**config.mk**
```make
export PLATFORM = sky130hd
export DESIGN_NAME = rv_core
export DESIGN_NICKNAME = d
export VERILOG_FILES = /design/src/design/rv_pkg.sv /design/src/design/rv_decode.sv /design/src/design/rv_execute.sv /design/src/design/rv_lsu.sv /design/src/design/rv_core.sv
export VERILOG_INCLUDE_DIRS = /design/src /design/src/include
export SDC_FILE = /design/constraint.sdc
export NUM_CORES = 2
export LEC_CHECK = 0
export CAP_MARGIN = 20
export CORE_UTILIZATION = 60
export CTS_CLUSTER_DIAMETER = 60
export DETAILED_ROUTE_END_ITERATION = 7
export DONT_BUFFER_PORTS = 1
export GPL_TIMING_DRIVEN = 0
export MAX_ROUTING_LAYER = met4
export PLACE_DENSITY = 0.74
export SETUP_SLACK_MARGIN = 0.4
export SLEW_MARGIN = 10
export SYNTH_ARGS = -nofsm -noshare
export SYNTH_HDL_FRONTEND = slang
export SYNTH_HIERARCHICAL = 1
export SYNTH_SLANG_ARGS = --single-unit
```
**constraint.sdc**
```tcl
create_clock -name clk -period 12.54 [get_ports clk]
set_input_delay 1.254 -clock clk [delete_from_list [all_inputs] [get_ports clk]]
set_output_delay 1.254 -clock clk [all_outputs]
set_load 0.01 [all_outputs]
```
**src/include/rv_params.svh**
```systemverilog
`ifndef RV_PARAMS_SVH
`define RV_PARAMS_SVH

// machine widths
`define RV_XLEN       32
`define RV_REG_COUNT  32
`define RV_REG_IDX_W  5

// first fetch address out of reset
`define RV_RESET_PC   32'h0000_0000

// major opcodes, instruction bits [6:0]
`define RV_OP_LUI     7'b0110111
`define RV_OP_AUIPC   7'b0010111
`define RV_OP_JAL     7'b1101111
`define RV_OP_JALR    7'b1100111
`define RV_OP_BRANCH  7'b1100011
`define RV_OP_LOAD    7'b0000011
`define RV_OP_STORE   7'b0100011
`define RV_OP_ALU_IMM 7'b0010011
`define RV_OP_ALU     7'b0110011
`define RV_OP_SYSTEM  7'b1110011

`endif

```
**src/design/rv_pkg.sv**
```systemverilog
`include "rv_params.svh"

package rv_pkg;

  typedef logic [`RV_XLEN-1:0] word_t;

  typedef logic [`RV_REG_IDX_W-1:0] reg_idx_t;

  // instruction class, ecall and ebreak land in system
  typedef enum logic [3:0] {
    OP_LUI, OP_AUIPC, OP_JAL, OP_JALR, OP_BRANCH,
    OP_LOAD, OP_STORE, OP_ALU, OP_SYSTEM, OP_ILLEGAL
  } op_class_e;

  typedef enum logic [3:0] {
    ALU_ADD, ALU_SUB, ALU_SLL, ALU_SLT, ALU_SLTU,
    ALU_XOR, ALU_SRL, ALU_SRA, ALU_OR, ALU_AND
  } alu_op_e;

  // values follow funct3 of the branch encoding
  typedef enum logic [2:0] {
    BR_BEQ  = 3'b000,
    BR_BNE  = 3'b001,
    BR_BLT  = 3'b100,
    BR_BGE  = 3'b101,
    BR_BLTU = 3'b110,
    BR_BGEU = 3'b111
  } branch_op_e;

  // values follow funct3[1:0] of loads and stores
  typedef enum logic [1:0] {
    SIZE_BYTE = 2'b00,
    SIZE_HALF = 2'b01,
    SIZE_WORD = 2'b10
  } mem_size_e;

endpackage

```
**src/design/rv_decode.sv**
```systemverilog
`timescale 1ns/1ps
`include "rv_params.svh"

module rv_decode (
  input  logic               clk,
  input  logic               reset,
  input  logic               decode_en,
  input  rv_pkg::word_t      instr,
  output rv_pkg::op_class_e  op_class,
  output rv_pkg::alu_op_e    alu_op,
  output rv_pkg::branch_op_e branch_op,
  output rv_pkg::mem_size_e  mem_size,
  output logic               load_unsigned,
  output logic               use_imm,
  output rv_pkg::reg_idx_t   rd,
  output rv_pkg::reg_idx_t   rs1,
  output rv_pkg::reg_idx_t   rs2,
  output rv_pkg::word_t      imm
);
  import rv_pkg::*;

  logic [6:0] opcode;
  logic [2:0] funct3;
  logic [6:0] funct7;
  word_t      imm_i, imm_s, imm_b, imm_u, imm_j;
  word_t      imm_d;
  op_class_e  class_d;
  alu_op_e    alu_d;
  logic       alt_ok;

  assign opcode = instr[6:0];
  assign funct3 = instr[14:12];
  assign funct7 = instr[31:25];

  assign imm_i = {{20{instr[31]}}, instr[31:20]};
  assign imm_s = {{20{instr[31]}}, instr[31:25], instr[11:7]};
  assign imm_b = {{20{instr[31]}}, instr[7], instr[30:25], instr[11:8], 1'b0};
  assign imm_u = {instr[31:12], 12'b0};
  assign imm_j = {{12{instr[31]}}, instr[19:12], instr[20], instr[30:21], 1'b0};

  // funct7 may only be 0100000 on sub, sra and srai
  assign alt_ok = (opcode == `RV_OP_ALU) ?
      (funct7 == 7'b0 || (funct7 == 7'b0100000 && funct3 inside {3'b000, 3'b101})) :
      (funct3 == 3'b001) ? (funct7 == 7'b0) :
      (funct3 == 3'b101) ? (funct7 == 7'b0 || funct7 == 7'b0100000) : 1'b1;

  always_comb begin
    case (funct3)
      3'b000:  alu_d = (opcode == `RV_OP_ALU && funct7[5]) ? ALU_SUB : ALU_ADD;
      3'b001:  alu_d = ALU_SLL;
      3'b010:  alu_d = ALU_SLT;
      3'b011:  alu_d = ALU_SLTU;
      3'b100:  alu_d = ALU_XOR;
      3'b101:  alu_d = funct7[5] ? ALU_SRA : ALU_SRL;
      3'b110:  alu_d = ALU_OR;
      default: alu_d = ALU_AND;
    endcase
  end

  always_comb begin
    class_d = OP_ILLEGAL;
    imm_d   = imm_i;
    case (opcode)
      `RV_OP_LUI: begin
        class_d = OP_LUI;
        imm_d   = imm_u;
      end
      `RV_OP_AUIPC: begin
        class_d = OP_AUIPC;
        imm_d   = imm_u;
      end
      `RV_OP_JAL: begin
        class_d = OP_JAL;
        imm_d   = imm_j;
      end
      `RV_OP_JALR: begin
        if (funct3 == 3'b000) class_d = OP_JALR;
      end
      `RV_OP_BRANCH: begin
        if (funct3[2:1] != 2'b01) class_d = OP_BRANCH;
        imm_d = imm_b;
      end
      `RV_OP_LOAD: begin
        if (funct3 inside {3'b000, 3'b001, 3'b010, 3'b100, 3'b101}) class_d = OP_LOAD;
      end
      `RV_OP_STORE: begin
        if (funct3 inside {3'b000, 3'b001, 3'b010}) class_d = OP_STORE;
        imm_d = imm_s;
      end
      `RV_OP_ALU_IMM, `RV_OP_ALU: begin
        if (alt_ok) class_d = OP_ALU;
      end
      `RV_OP_SYSTEM: begin
        // only ecall and ebreak are known
        if (instr[31:21] == 11'b0 && instr[19:0] == 20'h00073) class_d = OP_SYSTEM;
      end
      default: ;
    endcase
  end

  always_ff @(posedge clk) begin
    if (reset) begin
      op_class <= OP_ILLEGAL;
      use_imm  <= 1'b0;
    end else if (decode_en) begin
      op_class <= class_d;
      use_imm  <= (opcode == `RV_OP_ALU_IMM);
    end
  end

  always_ff @(posedge clk) begin
    if (decode_en) begin
      alu_op        <= alu_d;
      branch_op     <= branch_op_e'(funct3);
      mem_size      <= mem_size_e'(funct3[1:0]);
      load_unsigned <= funct3[2];
      rd            <= instr[11:7];
      rs1           <= instr[19:15];
      rs2           <= instr[24:20];
      imm           <= imm_d;
    end
  end

endmodule

```
**src/design/rv_execute.sv**
```systemverilog
`timescale 1ns/1ps
`include "rv_params.svh"

module rv_execute (
  input  logic               clk,
  input  logic               reset,
  input  logic               exec_en,
  input  rv_pkg::op_class_e  op_class,
  input  rv_pkg::alu_op_e    alu_op,
  input  rv_pkg::branch_op_e branch_op,
  input  rv_pkg::mem_size_e  mem_size,
  input  logic               use_imm,
  input  rv_pkg::word_t      imm,
  input  rv_pkg::word_t      pc,
  input  rv_pkg::word_t      rs1_data,
  input  rv_pkg::word_t      rs2_data,
  output rv_pkg::word_t      result,
  output rv_pkg::word_t      next_pc,
  output rv_pkg::word_t      mem_addr_eff,
  output logic               fault
);
  import rv_pkg::*;

  word_t      op_b, alu_out, seq_pc, pc_imm, addr, result_d, next_d;
  logic [4:0] shamt;
  logic       taken, misaligned, is_mem, fault_d;

  assign op_b   = use_imm ? imm : rs2_data;
  // shift amount is the low five bits only
  assign shamt  = op_b[4:0];
  assign seq_pc = pc + 32'd4;
  assign pc_imm = pc + imm;
  assign addr   = rs1_data + imm;
  assign is_mem = op_class inside {OP_LOAD, OP_STORE};

  always_comb begin
    case (alu_op)
      ALU_SUB:  alu_out = rs1_data - op_b;
      ALU_SLL:  alu_out = rs1_data << shamt;
      ALU_SLT:  alu_out = word_t'($signed(rs1_data) < $signed(op_b));
      ALU_SLTU: alu_out = word_t'(rs1_data < op_b);
      ALU_XOR:  alu_out = rs1_data ^ op_b;
      ALU_SRL:  alu_out = rs1_data >> shamt;
      ALU_SRA:  alu_out = $signed(rs1_data) >>> shamt;
      ALU_OR:   alu_out = rs1_data | op_b;
      ALU_AND:  alu_out = rs1_data & op_b;
      default:  alu_out = rs1_data + op_b;
    endcase
  end

  always_comb begin
    case (branch_op)
      BR_BEQ:  taken = rs1_data == rs2_data;
      BR_BNE:  taken = rs1_data != rs2_data;
      BR_BLT:  taken = $signed(rs1_data) < $signed(rs2_data);
      BR_BGE:  taken = $signed(rs1_data) >= $signed(rs2_data);
      BR_BLTU: taken = rs1_data < rs2_data;
      BR_BGEU: taken = rs1_data >= rs2_data;
      default: taken = 1'b0;
    endcase
  end

  always_comb begin
    result_d = alu_out;
    next_d   = seq_pc;
    case (op_class)
      OP_LUI:    result_d = imm;
      OP_AUIPC:  result_d = pc_imm;
      OP_JAL: begin
        result_d = seq_pc;
        next_d   = pc_imm;
      end
      OP_JALR: begin
        result_d = seq_pc;
        next_d   = {addr[`RV_XLEN-1:1], 1'b0};
      end
      OP_BRANCH: next_d = taken ? pc_imm : seq_pc;
      default: ;
    endcase
  end

  always_comb begin
    case (mem_size)
      SIZE_HALF: misaligned = addr[0];
      SIZE_WORD: misaligned = addr[1:0] != 2'b00;
      default:   misaligned = 1'b0;
    endcase
  end

  // no compressed support, so targets need both low bits clear
  assign fault_d = op_class inside {OP_ILLEGAL, OP_SYSTEM} || (is_mem && misaligned) ||
      next_d[1:0] != 2'b00;

  always_ff @(posedge clk) begin
    if (reset) begin
      fault <= 1'b0;
    end else if (exec_en) begin
      fault <= fault_d;
    end
  end

  always_ff @(posedge clk) begin
    if (exec_en) begin
      result       <= result_d;
      next_pc      <= next_d;
      mem_addr_eff <= addr;
    end
  end

  // decode hands over a known class
  assert property (@(posedge clk) disable iff (reset)
    exec_en |-> !$isunknown(op_class) && op_class inside {[OP_LUI:OP_ILLEGAL]});

endmodule

```
**src/design/rv_lsu.sv**
```systemverilog
`timescale 1ns/1ps
`include "rv_params.svh"

module rv_lsu (
  input  logic                  clk,
  input  logic                  reset,
  input  logic                  fetch_req,
  input  logic                  data_req,
  input  rv_pkg::word_t         fetch_addr,
  input  rv_pkg::word_t         data_addr,
  input  rv_pkg::word_t         store_data,
  input  logic                  is_store,
  input  rv_pkg::mem_size_e     mem_size,
  input  logic                  load_unsigned,
  output logic                  mem_valid,
  output logic                  mem_instr,
  output logic [`RV_XLEN-1:0]   mem_addr,
  output logic [`RV_XLEN-1:0]   mem_wdata,
  output logic [`RV_XLEN/8-1:0] mem_wstrb,
  input  logic                  mem_ready,
  input  logic [`RV_XLEN-1:0]   mem_rdata,
  output logic                  done,
  output rv_pkg::word_t         rdata
);
  import rv_pkg::*;

  logic [1:0]            lane, lane_q;
  mem_size_e             size_q;
  logic                  unsigned_q;
  word_t                 wdata_d, shifted, load_val;
  logic [`RV_XLEN/8-1:0] wstrb_d;

  assign lane = data_addr[1:0];

  // replicate the store value over the lanes, strobe picks the live one
  always_comb begin
    case (mem_size)
      SIZE_BYTE: begin
        wdata_d = {4{store_data[7:0]}};
        wstrb_d = 4'b0001 << lane;
      end
      SIZE_HALF: begin
        wdata_d = {2{store_data[15:0]}};
        wstrb_d = 4'b0011 << lane;
      end
      default: begin
        wdata_d = store_data;
        wstrb_d = 4'b1111;
      end
    endcase
  end

  assign shifted = mem_rdata >> {lane_q, 3'b000};

  always_comb begin
    case (size_q)
      SIZE_BYTE: load_val = {{24{~unsigned_q & shifted[7]}}, shifted[7:0]};
      SIZE_HALF: load_val = {{16{~unsigned_q & shifted[15]}}, shifted[15:0]};
      default:   load_val = mem_rdata;
    endcase
  end

  always_ff @(posedge clk) begin
    if (reset) begin
      mem_valid <= 1'b0;
      mem_instr <= 1'b0;
      mem_wstrb <= '0;
      done      <= 1'b0;
    end else begin
      done <= 1'b0;
      if (mem_valid) begin
        if (mem_ready) begin
          mem_valid <= 1'b0;
          done      <= 1'b1;
        end
      end else if (fetch_req) begin
        mem_valid <= 1'b1;
        mem_instr <= 1'b1;
        mem_wstrb <= '0;
      end else if (data_req) begin
        mem_valid <= 1'b1;
        mem_instr <= 1'b0;
        mem_wstrb <= is_store ? wstrb_d : '0;
      end
    end
  end

  always_ff @(posedge clk) begin
    if (!mem_valid && fetch_req) begin
      mem_addr <= fetch_addr;
    end else if (!mem_valid && data_req) begin
      mem_addr   <= {data_addr[`RV_XLEN-1:2], 2'b00};
      mem_wdata  <= wdata_d;
      lane_q     <= lane;
      size_q     <= mem_size;
      unsigned_q <= load_unsigned;
    end
    if (mem_valid && mem_ready) begin
      rdata <= mem_instr ? mem_rdata : load_val;
    end
  end

  // a pending request holds still until memory takes it
  assert property (@(posedge clk) disable iff (reset)
    mem_valid && !mem_ready |=> mem_valid && $stable(mem_addr) && $stable(mem_wdata) &&
      $stable(mem_wstrb) && $stable(mem_instr));

  // fetch addresses rely on execute trapping bad targets
  assert property (@(posedge clk) disable iff (reset) mem_valid |-> mem_addr[1:0] == 2'b00);

  assert property (@(posedge clk) disable iff (reset) mem_valid && mem_instr |-> mem_wstrb == '0);

endmodule

```
**src/design/rv_core.sv**
```systemverilog
`timescale 1ns/1ps
`include "rv_params.svh"

module rv_core (
  input  logic                  clk,
  input  logic                  reset,
  output logic                  mem_valid,
  output logic                  mem_instr,
  output logic [`RV_XLEN-1:0]   mem_addr,
  output logic [`RV_XLEN-1:0]   mem_wdata,
  output logic [`RV_XLEN/8-1:0] mem_wstrb,
  input  logic                  mem_ready,
  input  logic [`RV_XLEN-1:0]   mem_rdata,
  output logic                  trap
);
  import rv_pkg::*;

  typedef enum logic [2:0] {
    ST_FETCH, ST_FETCH_WAIT, ST_DECODE, ST_EXEC, ST_MEM, ST_MEM_WAIT, ST_WB, ST_TRAP
  } state_e;

  state_e     state;
  word_t      pc;
  word_t      regs [`RV_REG_COUNT];
  op_class_e  d_class;
  alu_op_e    d_alu;
  branch_op_e d_branch;
  mem_size_e  d_size;
  logic       d_unsigned, d_use_imm;
  reg_idx_t   d_rd, d_rs1, d_rs2;
  word_t      d_imm, rs1_data, rs2_data;
  word_t      ex_result, ex_next_pc, ex_addr, lsu_rdata;
  logic       ex_fault, lsu_done, is_mem, writes_rd;
  logic       fetch_req, decode_en, exec_en, data_req;

  // x0 reads as zero whatever the array holds
  assign rs1_data = (d_rs1 == '0) ? '0 : regs[d_rs1];
  assign rs2_data = (d_rs2 == '0) ? '0 : regs[d_rs2];

  assign is_mem    = d_class inside {OP_LOAD, OP_STORE};
  assign writes_rd = !(d_class inside {OP_BRANCH, OP_STORE}) && d_rd != '0;

  assign fetch_req = state == ST_FETCH;
  assign decode_en = state == ST_DECODE;
  assign exec_en   = state == ST_EXEC;
  assign data_req  = state == ST_MEM && !ex_fault && is_mem;

  always_ff @(posedge clk) begin
    if (reset) begin
      state <= ST_FETCH;
      pc    <= `RV_RESET_PC;
      trap  <= 1'b0;
    end else begin
      case (state)
        ST_FETCH:      state <= ST_FETCH_WAIT;
        ST_FETCH_WAIT: state <= lsu_done ? ST_DECODE : ST_FETCH_WAIT;
        ST_DECODE:     state <= ST_EXEC;
        ST_EXEC:       state <= ST_MEM;
        ST_MEM: begin
          if (ex_fault) begin
            trap  <= 1'b1;
            state <= ST_TRAP;
          end else begin
            state <= is_mem ? ST_MEM_WAIT : ST_WB;
          end
        end
        ST_MEM_WAIT:   state <= lsu_done ? ST_WB : ST_MEM_WAIT;
        ST_WB: begin
          pc    <= ex_next_pc;
          state <= ST_FETCH;
        end
        // trap parks here until reset
        default:       state <= ST_TRAP;
      endcase
    end
  end

  always_ff @(posedge clk) begin
    if (state == ST_WB && writes_rd) begin
      regs[d_rd] <= (d_class == OP_LOAD) ? lsu_rdata : ex_result;
    end
  end

  rv_decode u_decode (
    .clk(clk), .reset(reset), .decode_en(decode_en), .instr(lsu_rdata),
    .op_class(d_class), .alu_op(d_alu), .branch_op(d_branch), .mem_size(d_size),
    .load_unsigned(d_unsigned), .use_imm(d_use_imm),
    .rd(d_rd), .rs1(d_rs1), .rs2(d_rs2), .imm(d_imm)
  );

  rv_execute u_execute (
    .clk(clk), .reset(reset), .exec_en(exec_en),
    .op_class(d_class), .alu_op(d_alu), .branch_op(d_branch), .mem_size(d_size),
    .use_imm(d_use_imm), .imm(d_imm), .pc(pc), .rs1_data(rs1_data), .rs2_data(rs2_data),
    .result(ex_result), .next_pc(ex_next_pc), .mem_addr_eff(ex_addr), .fault(ex_fault)
  );

  rv_lsu u_lsu (
    .clk(clk), .reset(reset), .fetch_req(fetch_req), .data_req(data_req),
    .fetch_addr(pc), .data_addr(ex_addr), .store_data(rs2_data),
    .is_store(d_class == OP_STORE), .mem_size(d_size), .load_unsigned(d_unsigned),
    .mem_valid(mem_valid), .mem_instr(mem_instr), .mem_addr(mem_addr),
    .mem_wdata(mem_wdata), .mem_wstrb(mem_wstrb), .mem_ready(mem_ready),
    .mem_rdata(mem_rdata), .done(lsu_done), .rdata(lsu_rdata)
  );

  // trap is sticky until reset
  assert property (@(posedge clk) disable iff (reset) trap |=> trap);

  // once trapped no new memory transfer starts
  assert property (@(posedge clk) disable iff (reset) trap |=> !$rose(mem_valid));

endmodule

```
Word-level counts from Yosys, hierarchy flattened
Memories as Yosys holds them, arrays and structs flattened. A register that Yosys moved wholly into a read port is not among the register bits.
Index checks and enable logic that the tools add are counted.
Widths: inputs -> output; s select.
- register bits: 303
- RAM bits: 1024
- input bits: 35
- output and inout bits: 71
- word-level logic and storage cells: 200
- memories kept: 1
- memories (name ; words ; bits a word ; rd ports ; clocked after memory_dff ; write ports ; line ; source):
    regs ; 32 ; 32 ; 2 ; 2 ; 1 ; rv_core.sv:24 ; word_t regs [`RV_REG_COUNT];
- $add $sub $neg: 5
- order comparisons: 6
- equal/unequal tests: 52
- shifts and indexed selects: 6
- muxes and demuxes: 49
- bitwise operators: 8
- reductions and logical operators: 46
- operator list (kind ; count):
    $pmux 32 s9 ; 1
    $mux 32 ; 8
    $pmux 32 s3 ; 2
    $lt 32x32->1 ; 4
    $pmux 32 s2 ; 2
    $pmux 31 s4 ; 1
    $add 32x32->32 ; 3
    $ge 32x32->1 ; 2
    $pmux 4 s9 ; 1
    $add 32x3->32 const B ; 1
    $and 32x32->32 ; 1
    $eq 32x32->1 ; 1
    $mux 4 ; 8
    $ne 32x32->1 ; 1
    $or 32x32->32 ; 1
    $shl 32x5->32 ; 1
    $shr 32x5->16 ; 1
    $shr 32x5->32 ; 1
    $sshr 32x5->32 ; 1
    $sub 32x32->32 ; 1
    $xor 32x32->32 ; 1
    $eq 3x3->1 const B ; 10
    $eq 4x3->1 const B ; 7
    $eq 7x6->1 const B ; 4
    other kinds (38) ; 108

Longest topological paths before layout
- word-level depth: 8
- mapped depth: 26

By module
Netlist, hierarchy kept.
- modules (own cells, without submodules) (module ; instances ; cells an instance ; area each (sq um) ; sequential area each (sq um)):
    rv_core ; 1 ; 2615 ; 49403.6 ; 31470.2
    rv_execute ; 1 ; 2301 ; 17900.9 ; 2902.8
    rv_lsu ; 1 ; 349 ; 4844.6 ; 3173.0
    rv_decode ; 1 ; 200 ; 2688.8 ; 1721.7

Least setup slack after synthesis
No wires, ideal clock.
- path type: register -> register
- start point: reg state[1]
- end point: reg u_execute.fault
- data arrival time: 5.832 ns
- required time: 12.405 ns
- slack: 6.573 ns
- cell stages (with the launch flop): 7
- path buffers: 1
- period minus slack after synthesis: 5.967 ns
- path through: dfxtp_1 buf_2 nand2b_1 nor2_1 o311ai_0 a221oi_1 a311oi_1
- cells in the longest elaborated chain, start to end: 1
- ends and longest elaborated chain (item ; line ; source):
    from (decl) ; rv_core.sv:22 ; state_e state;
    from (signal assigned) ; rv_core.sv:56 ; ST_FETCH_WAIT: state <= lsu_done ? ST_DECODE : ST_FETCH_WAIT;
    from (signal assigned) ; rv_core.sv:64 ; state <= is_mem ? ST_MEM_WAIT : ST_WB;
    from (signal assigned) ; rv_core.sv:67 ; ST_MEM_WAIT: state <= lsu_done ? ST_WB : ST_MEM_WAIT;
    $eq 3x2->1 ; rv_core.sv:45 ; assign exec_en = state == ST_EXEC;
    via exec_en ; rv_core.sv:34 ; logic fetch_req, decode_en, exec_en, data_req;
    to (signal assigned) ; rv_execute.sv:98 ; fault <= fault_d;
    to (decl) ; rv_execute.sv:20 ; output logic fault
The timed path passes the listed nets, and every way through them passes these cells.
A chain may end at the register's enable or synchronous reset.

Worst setup path after layout
- start point: reg u_decode.rs2[0]
- end point: reg u_execute.result[24] (data pin)
- cells in the longest elaborated chain, start to end: 6
- elaborated cells on any way between the ends: 13
- those cells by class: add/sub (2); shift (3); mux (4); bitwise (3); reduce/logical (1)
- ends and longest elaborated chain (item ; line ; source):
    from (decl) ; rv_decode.sv:17 ; output rv_pkg::reg_idx_t rs2,
    from (signal assigned) ; rv_decode.sv:119 ; rs2 <= instr[24:20];
    $logic_not 5->1 (*) ; rv_core.sv:38 ; assign rs2_data = (d_rs2 == '0) ? '0 : regs[d_rs2];
    $mux 32 (*) ; rv_core.sv:38 ;
    via rs2_data[0] ; rv_core.sv:31 ; word_t d_imm, rs1_data, rs2_data;
    $mux 32 (*) ; rv_execute.sv:28 ; assign op_b = use_imm ? imm : rs2_data;
    $add 32x32->32, or another cell as far along ; rv_execute.sv:47 ; default: alu_out = rs1_data + op_b;
    $pmux 32 s9 (*) ; rv_execute.sv:37 ; case (alu_op)
    $pmux 32 s3 (*) ; rv_execute.sv:66 ; case (op_class)
    via u_execute.result_d[24] ; rv_execute.sv:24 ; word_t op_b, alu_out, seq_pc, pc_imm, addr, result_d, next_d;
    to (signal assigned) ; rv_execute.sv:104 ; result <= result_d;
    to (decl) ; rv_execute.sv:17 ; output rv_pkg::word_t result,
Mark *: on every way through the listed nets, which the timed path passes. The rest lies on a longest branch.

==> flow_metrics.py <==
metrics = {
    "sta": {
        "max_freq_mhz": 105,
        "worst_slew_pin_slew_ps": 1320,
        "timing.final.crit_share_pct": 75.8,
        "setup_ws_ps": 3030,
        "setup_viol": 0,
        "drv_slew": 0,
        "relSlewSlack_pct": 9.64,
        "rsz0062_at_grt": "no",
        "finalCriticalPeriod_ps": 9510,
        "hold_viol": 0,
        "whs_ps": 449,
        "fin_setup_tns_ps": 0,
        "clock_skew_ps": 64.3,
    },
    "place": {
        "io_buffers": 0,
        "dp_slack_ps": 3730,
        "dp_hpwl_microns": 220000,
        "place_congestion": 1.08,
    },
    "pwr": {
        "p_leak_nw": 28.9,
        "power_frac_comb_pct": 4.6,
        "p_int_w": 0.00740,
        "switching_share_pct": 23.0,
        "power_frac_seq_pct": 50.5,
        "p_sw_w": 0.00221,
        "clkPwrFrac_pct": 44.9,
        "vdd_ir_drop_max_uv": 195,
        "power.density_mw_per_mm2": 114,
    },
    "critical_path": {
        "critPathMaxFanout": 11,
        "worstSetupPathType": "reg -> reg",
        "startpoint_type": "flip-flop",
        "crit_buf_inv": 12,
        "cpMaxStageDelayCell": "a2111oi_0",
        "cpPeakStageDelay_ps": 1200,
        "r2r_start": "u_decode/rs2[0]",
        "critical_path_arrival_ps": 9920,
        "required_ps": 12960,
        "crit_family": "compound AO/OA/AOI/OAI gates",
        "cpMostUsedCell": "buf_6",
        "endpoint_kind": "flip-flop",
        "startpoint": "u_decode/rs2[0]",
        "ff2ff_path_depth": 27,
        "worst-path-stages": 27,
    },
    "detailed_routing": {
        "route.detailed.wl_per_inst_microns": 40.3,
        "vias_per_cell": 7.72,
        "drc": 2,
        "drtPass1Iterations": 8,
        "antenna_left": 0,
        "drt_iter0_markers": 9980,
        "routed_wl_microns": 303000,
        "dr_total_vias": 57994,
    },
    "clock_network": {
        "max-clock-path-buffers": 3,
        "clkTransAtPathRegs_ps": 60,
        "cts_tree": "done",
        "root_buffer": "clkbuf_16",
        "hold_buffers": 0,
        "cts_sinks": 1324,
        "cts_setup_buffers": 0,
        "cts_buffers": 142,
        "ctsResizeCount": 0,
        "htree_levels": 4,
        "insertion_delay_ps": 820,
    },
    "die": {
        "io_pins": 106,
        "die_w_microns": 355,
        "initial_core_util_pct": 60.5,
        "rows": 129,
        "die-area_sq_mm": 0.126,
        "core_area_sq_mm": 0.124,
        "die_height_microns": 355,
    },
    "global_route": {
        "antenna_found_initial": 12,
        "grt_pass1_wl_microns": 420000,
        "grt_pass1_vias": 55401,
        "grt_util_all_layers_pct": 49.4,
        "globalRouteOverflowTotal": 0,
        "grt_max_degree": 34,
    },
    "yosys": {
        "synth.distinct_cells": 104,
        "synthFlopType": "edfxtp_1",
        "synth_cells": 5465,
        "synth.avg_cell_area_sq_um": 13.7,
        "synth_area_sq_mm": 0.0748,
        "yosysSeqAreaShare_pct": 52.5,
        "ys_seq_elements": 1324,
        "synth_edf_count": 1275,
        "synthArstFlopShare_pct": 0,
        "yosys_warnings": 6,
    },
    "run_status": {
        "violations": "design-rule violations",
        "status": "finished, violations left",
    },
    "min_path": {
        "hold_start": "u_decode/branch_op[2]",
        "min-delay-path-class": "reg -> reg",
        "whs_path_depth": 0,
    },
    "cells_and_area": {
        "final_common_cell": "edfxtp_1",
        "nFillCells": 8422,
        "final_core_util_pct": 68.3,
        "area_delta_synth_final_pct": 12.9,
        "drive_gt1_share_pct": 22.3,
        "nNetsFinal": 5981,
        "final_cell_mix": "1275 x edfxtp_1, 480 x mux4_2, 348 x nand2_1",
    },
    "flow_run": {
        "maxCapViolCount": 0,
    },
}
[cell type report]
class                   instances  area (sq um)  share of cell area (%)
plain buffers                 384          2110                    2.50
inverters                     159           602                   0.712
well taps                    1637          2050                    2.42
multi-input cells            3629         34000                    40.2
diodes                         13          32.5                  0.0385
clock buffers                 177          3700                    4.38
repair buffers                107          1700                    2.02
clock inverters                84          1030                    1.22
flip-flops and latches       1324         39300                    46.5
[through the flow]
step	total power (W)	cells	cell area [sq um]
after floorplan	0.00519	5496	75000
after global placement	0.00535	7133	77000
after detailed placement	0.00537	7240	79700
after CTS	0.00955	7501	84500
after global routing	0.00975	7511	84500
final	0.00961	7514	84500
[per-layer routing]
layer | vias to the layer above | track usage (%) | wire (microns)
met5 | - | - | 0
met4 | 0 | 35.2 | 27700
met3 | 1526 | 14.5 | 41900
met2 | 5508 | 71.6 | 133000
met1 | 28465 | 59.2 | 100000
li1 | 22495 | - | -
[final timing paths]
path	slack (ps)	endpoint
min reg2reg	450	u_lsu/unsigned_q
min	450	u_lsu/unsigned_q
max	3030	u_execute/result[24]
max reg2reg	3030	u_execute/result[24]
[sequential cells by signal (all words and copies together) (netlist names), 32 cells and up, named ones only]
signal,count
u_lsu/mem_wdata,32
u_decode/imm,32
u_execute/result,32
regs,1024
u_lsu/rdata,32
u_execute/next_pc,32
u_lsu/mem_addr,32
pc,32
u_execute/mem_addr_eff,32
[synthesized netlist by cell type, types with 41 or more instances]
cell / instances / area share, %
edfxtp_1: 1275 / 51
dfxtp_1: 49 / 1.3
a211oi_1: 107 / 1.1
nor3_1: 56 / 0.37
a21o_1: 85 / 0.85
a221oi_1: 73 / 0.85
a21oi_1: 251 / 1.7
nor2b_1: 107 / 0.89
a311oi_1: 73 / 0.85
buf_2: 90 / 0.60
o21a_1: 49 / 0.49
mux2_2: 165 / 2.5
o21ai_0: 211 / 1.4
ha_1: 195 / 3.3
nand2_1: 348 / 1.7
buf_4: 56 / 0.56
xnor2_1: 69 / 0.81
o21ai_1: 99 / 0.66
nand3_1: 46 / 0.31
clkbuf_1: 172 / 0.86
a22oi_1: 78 / 0.78
inv_1: 155 / 0.78
mux2i_1: 259 / 3.5
buf_6: 41 / 0.62
mux4_2: 480 / 14
nor2_1: 274 / 1.4
[kinds of logic after synthesis]
| logic type | share of synthesized area (%) |
|---|---|
| xor+xnor | 1.24 |
| other cells | 0.00501 |
| buf+inv | 3.63 |
| compound gates | 12.2 |
| simple gates | 6.71 |
| flops | 52.5 |
| fa+ha+maj | 3.37 |
| mux | 20.4 |
[power by group through the flow]
| stage | clock network, W | registers [W] | logic, W |
|---|---|---|---|
| after floorplan | 0 | 0.00493 | 0.000258 |
| after global placement | 0 | 0.00495 | 0.000402 |
| after detailed placement | 0 | 0.00495 | 0.000422 |
| after CTS | 0.00427 | 0.00485 | 0.000426 |
| after global routing | 0.00444 | 0.00485 | 0.000458 |
| final | 0.00432 | 0.00485 | 0.000446 |
Power figures use the tool's default switching activity.
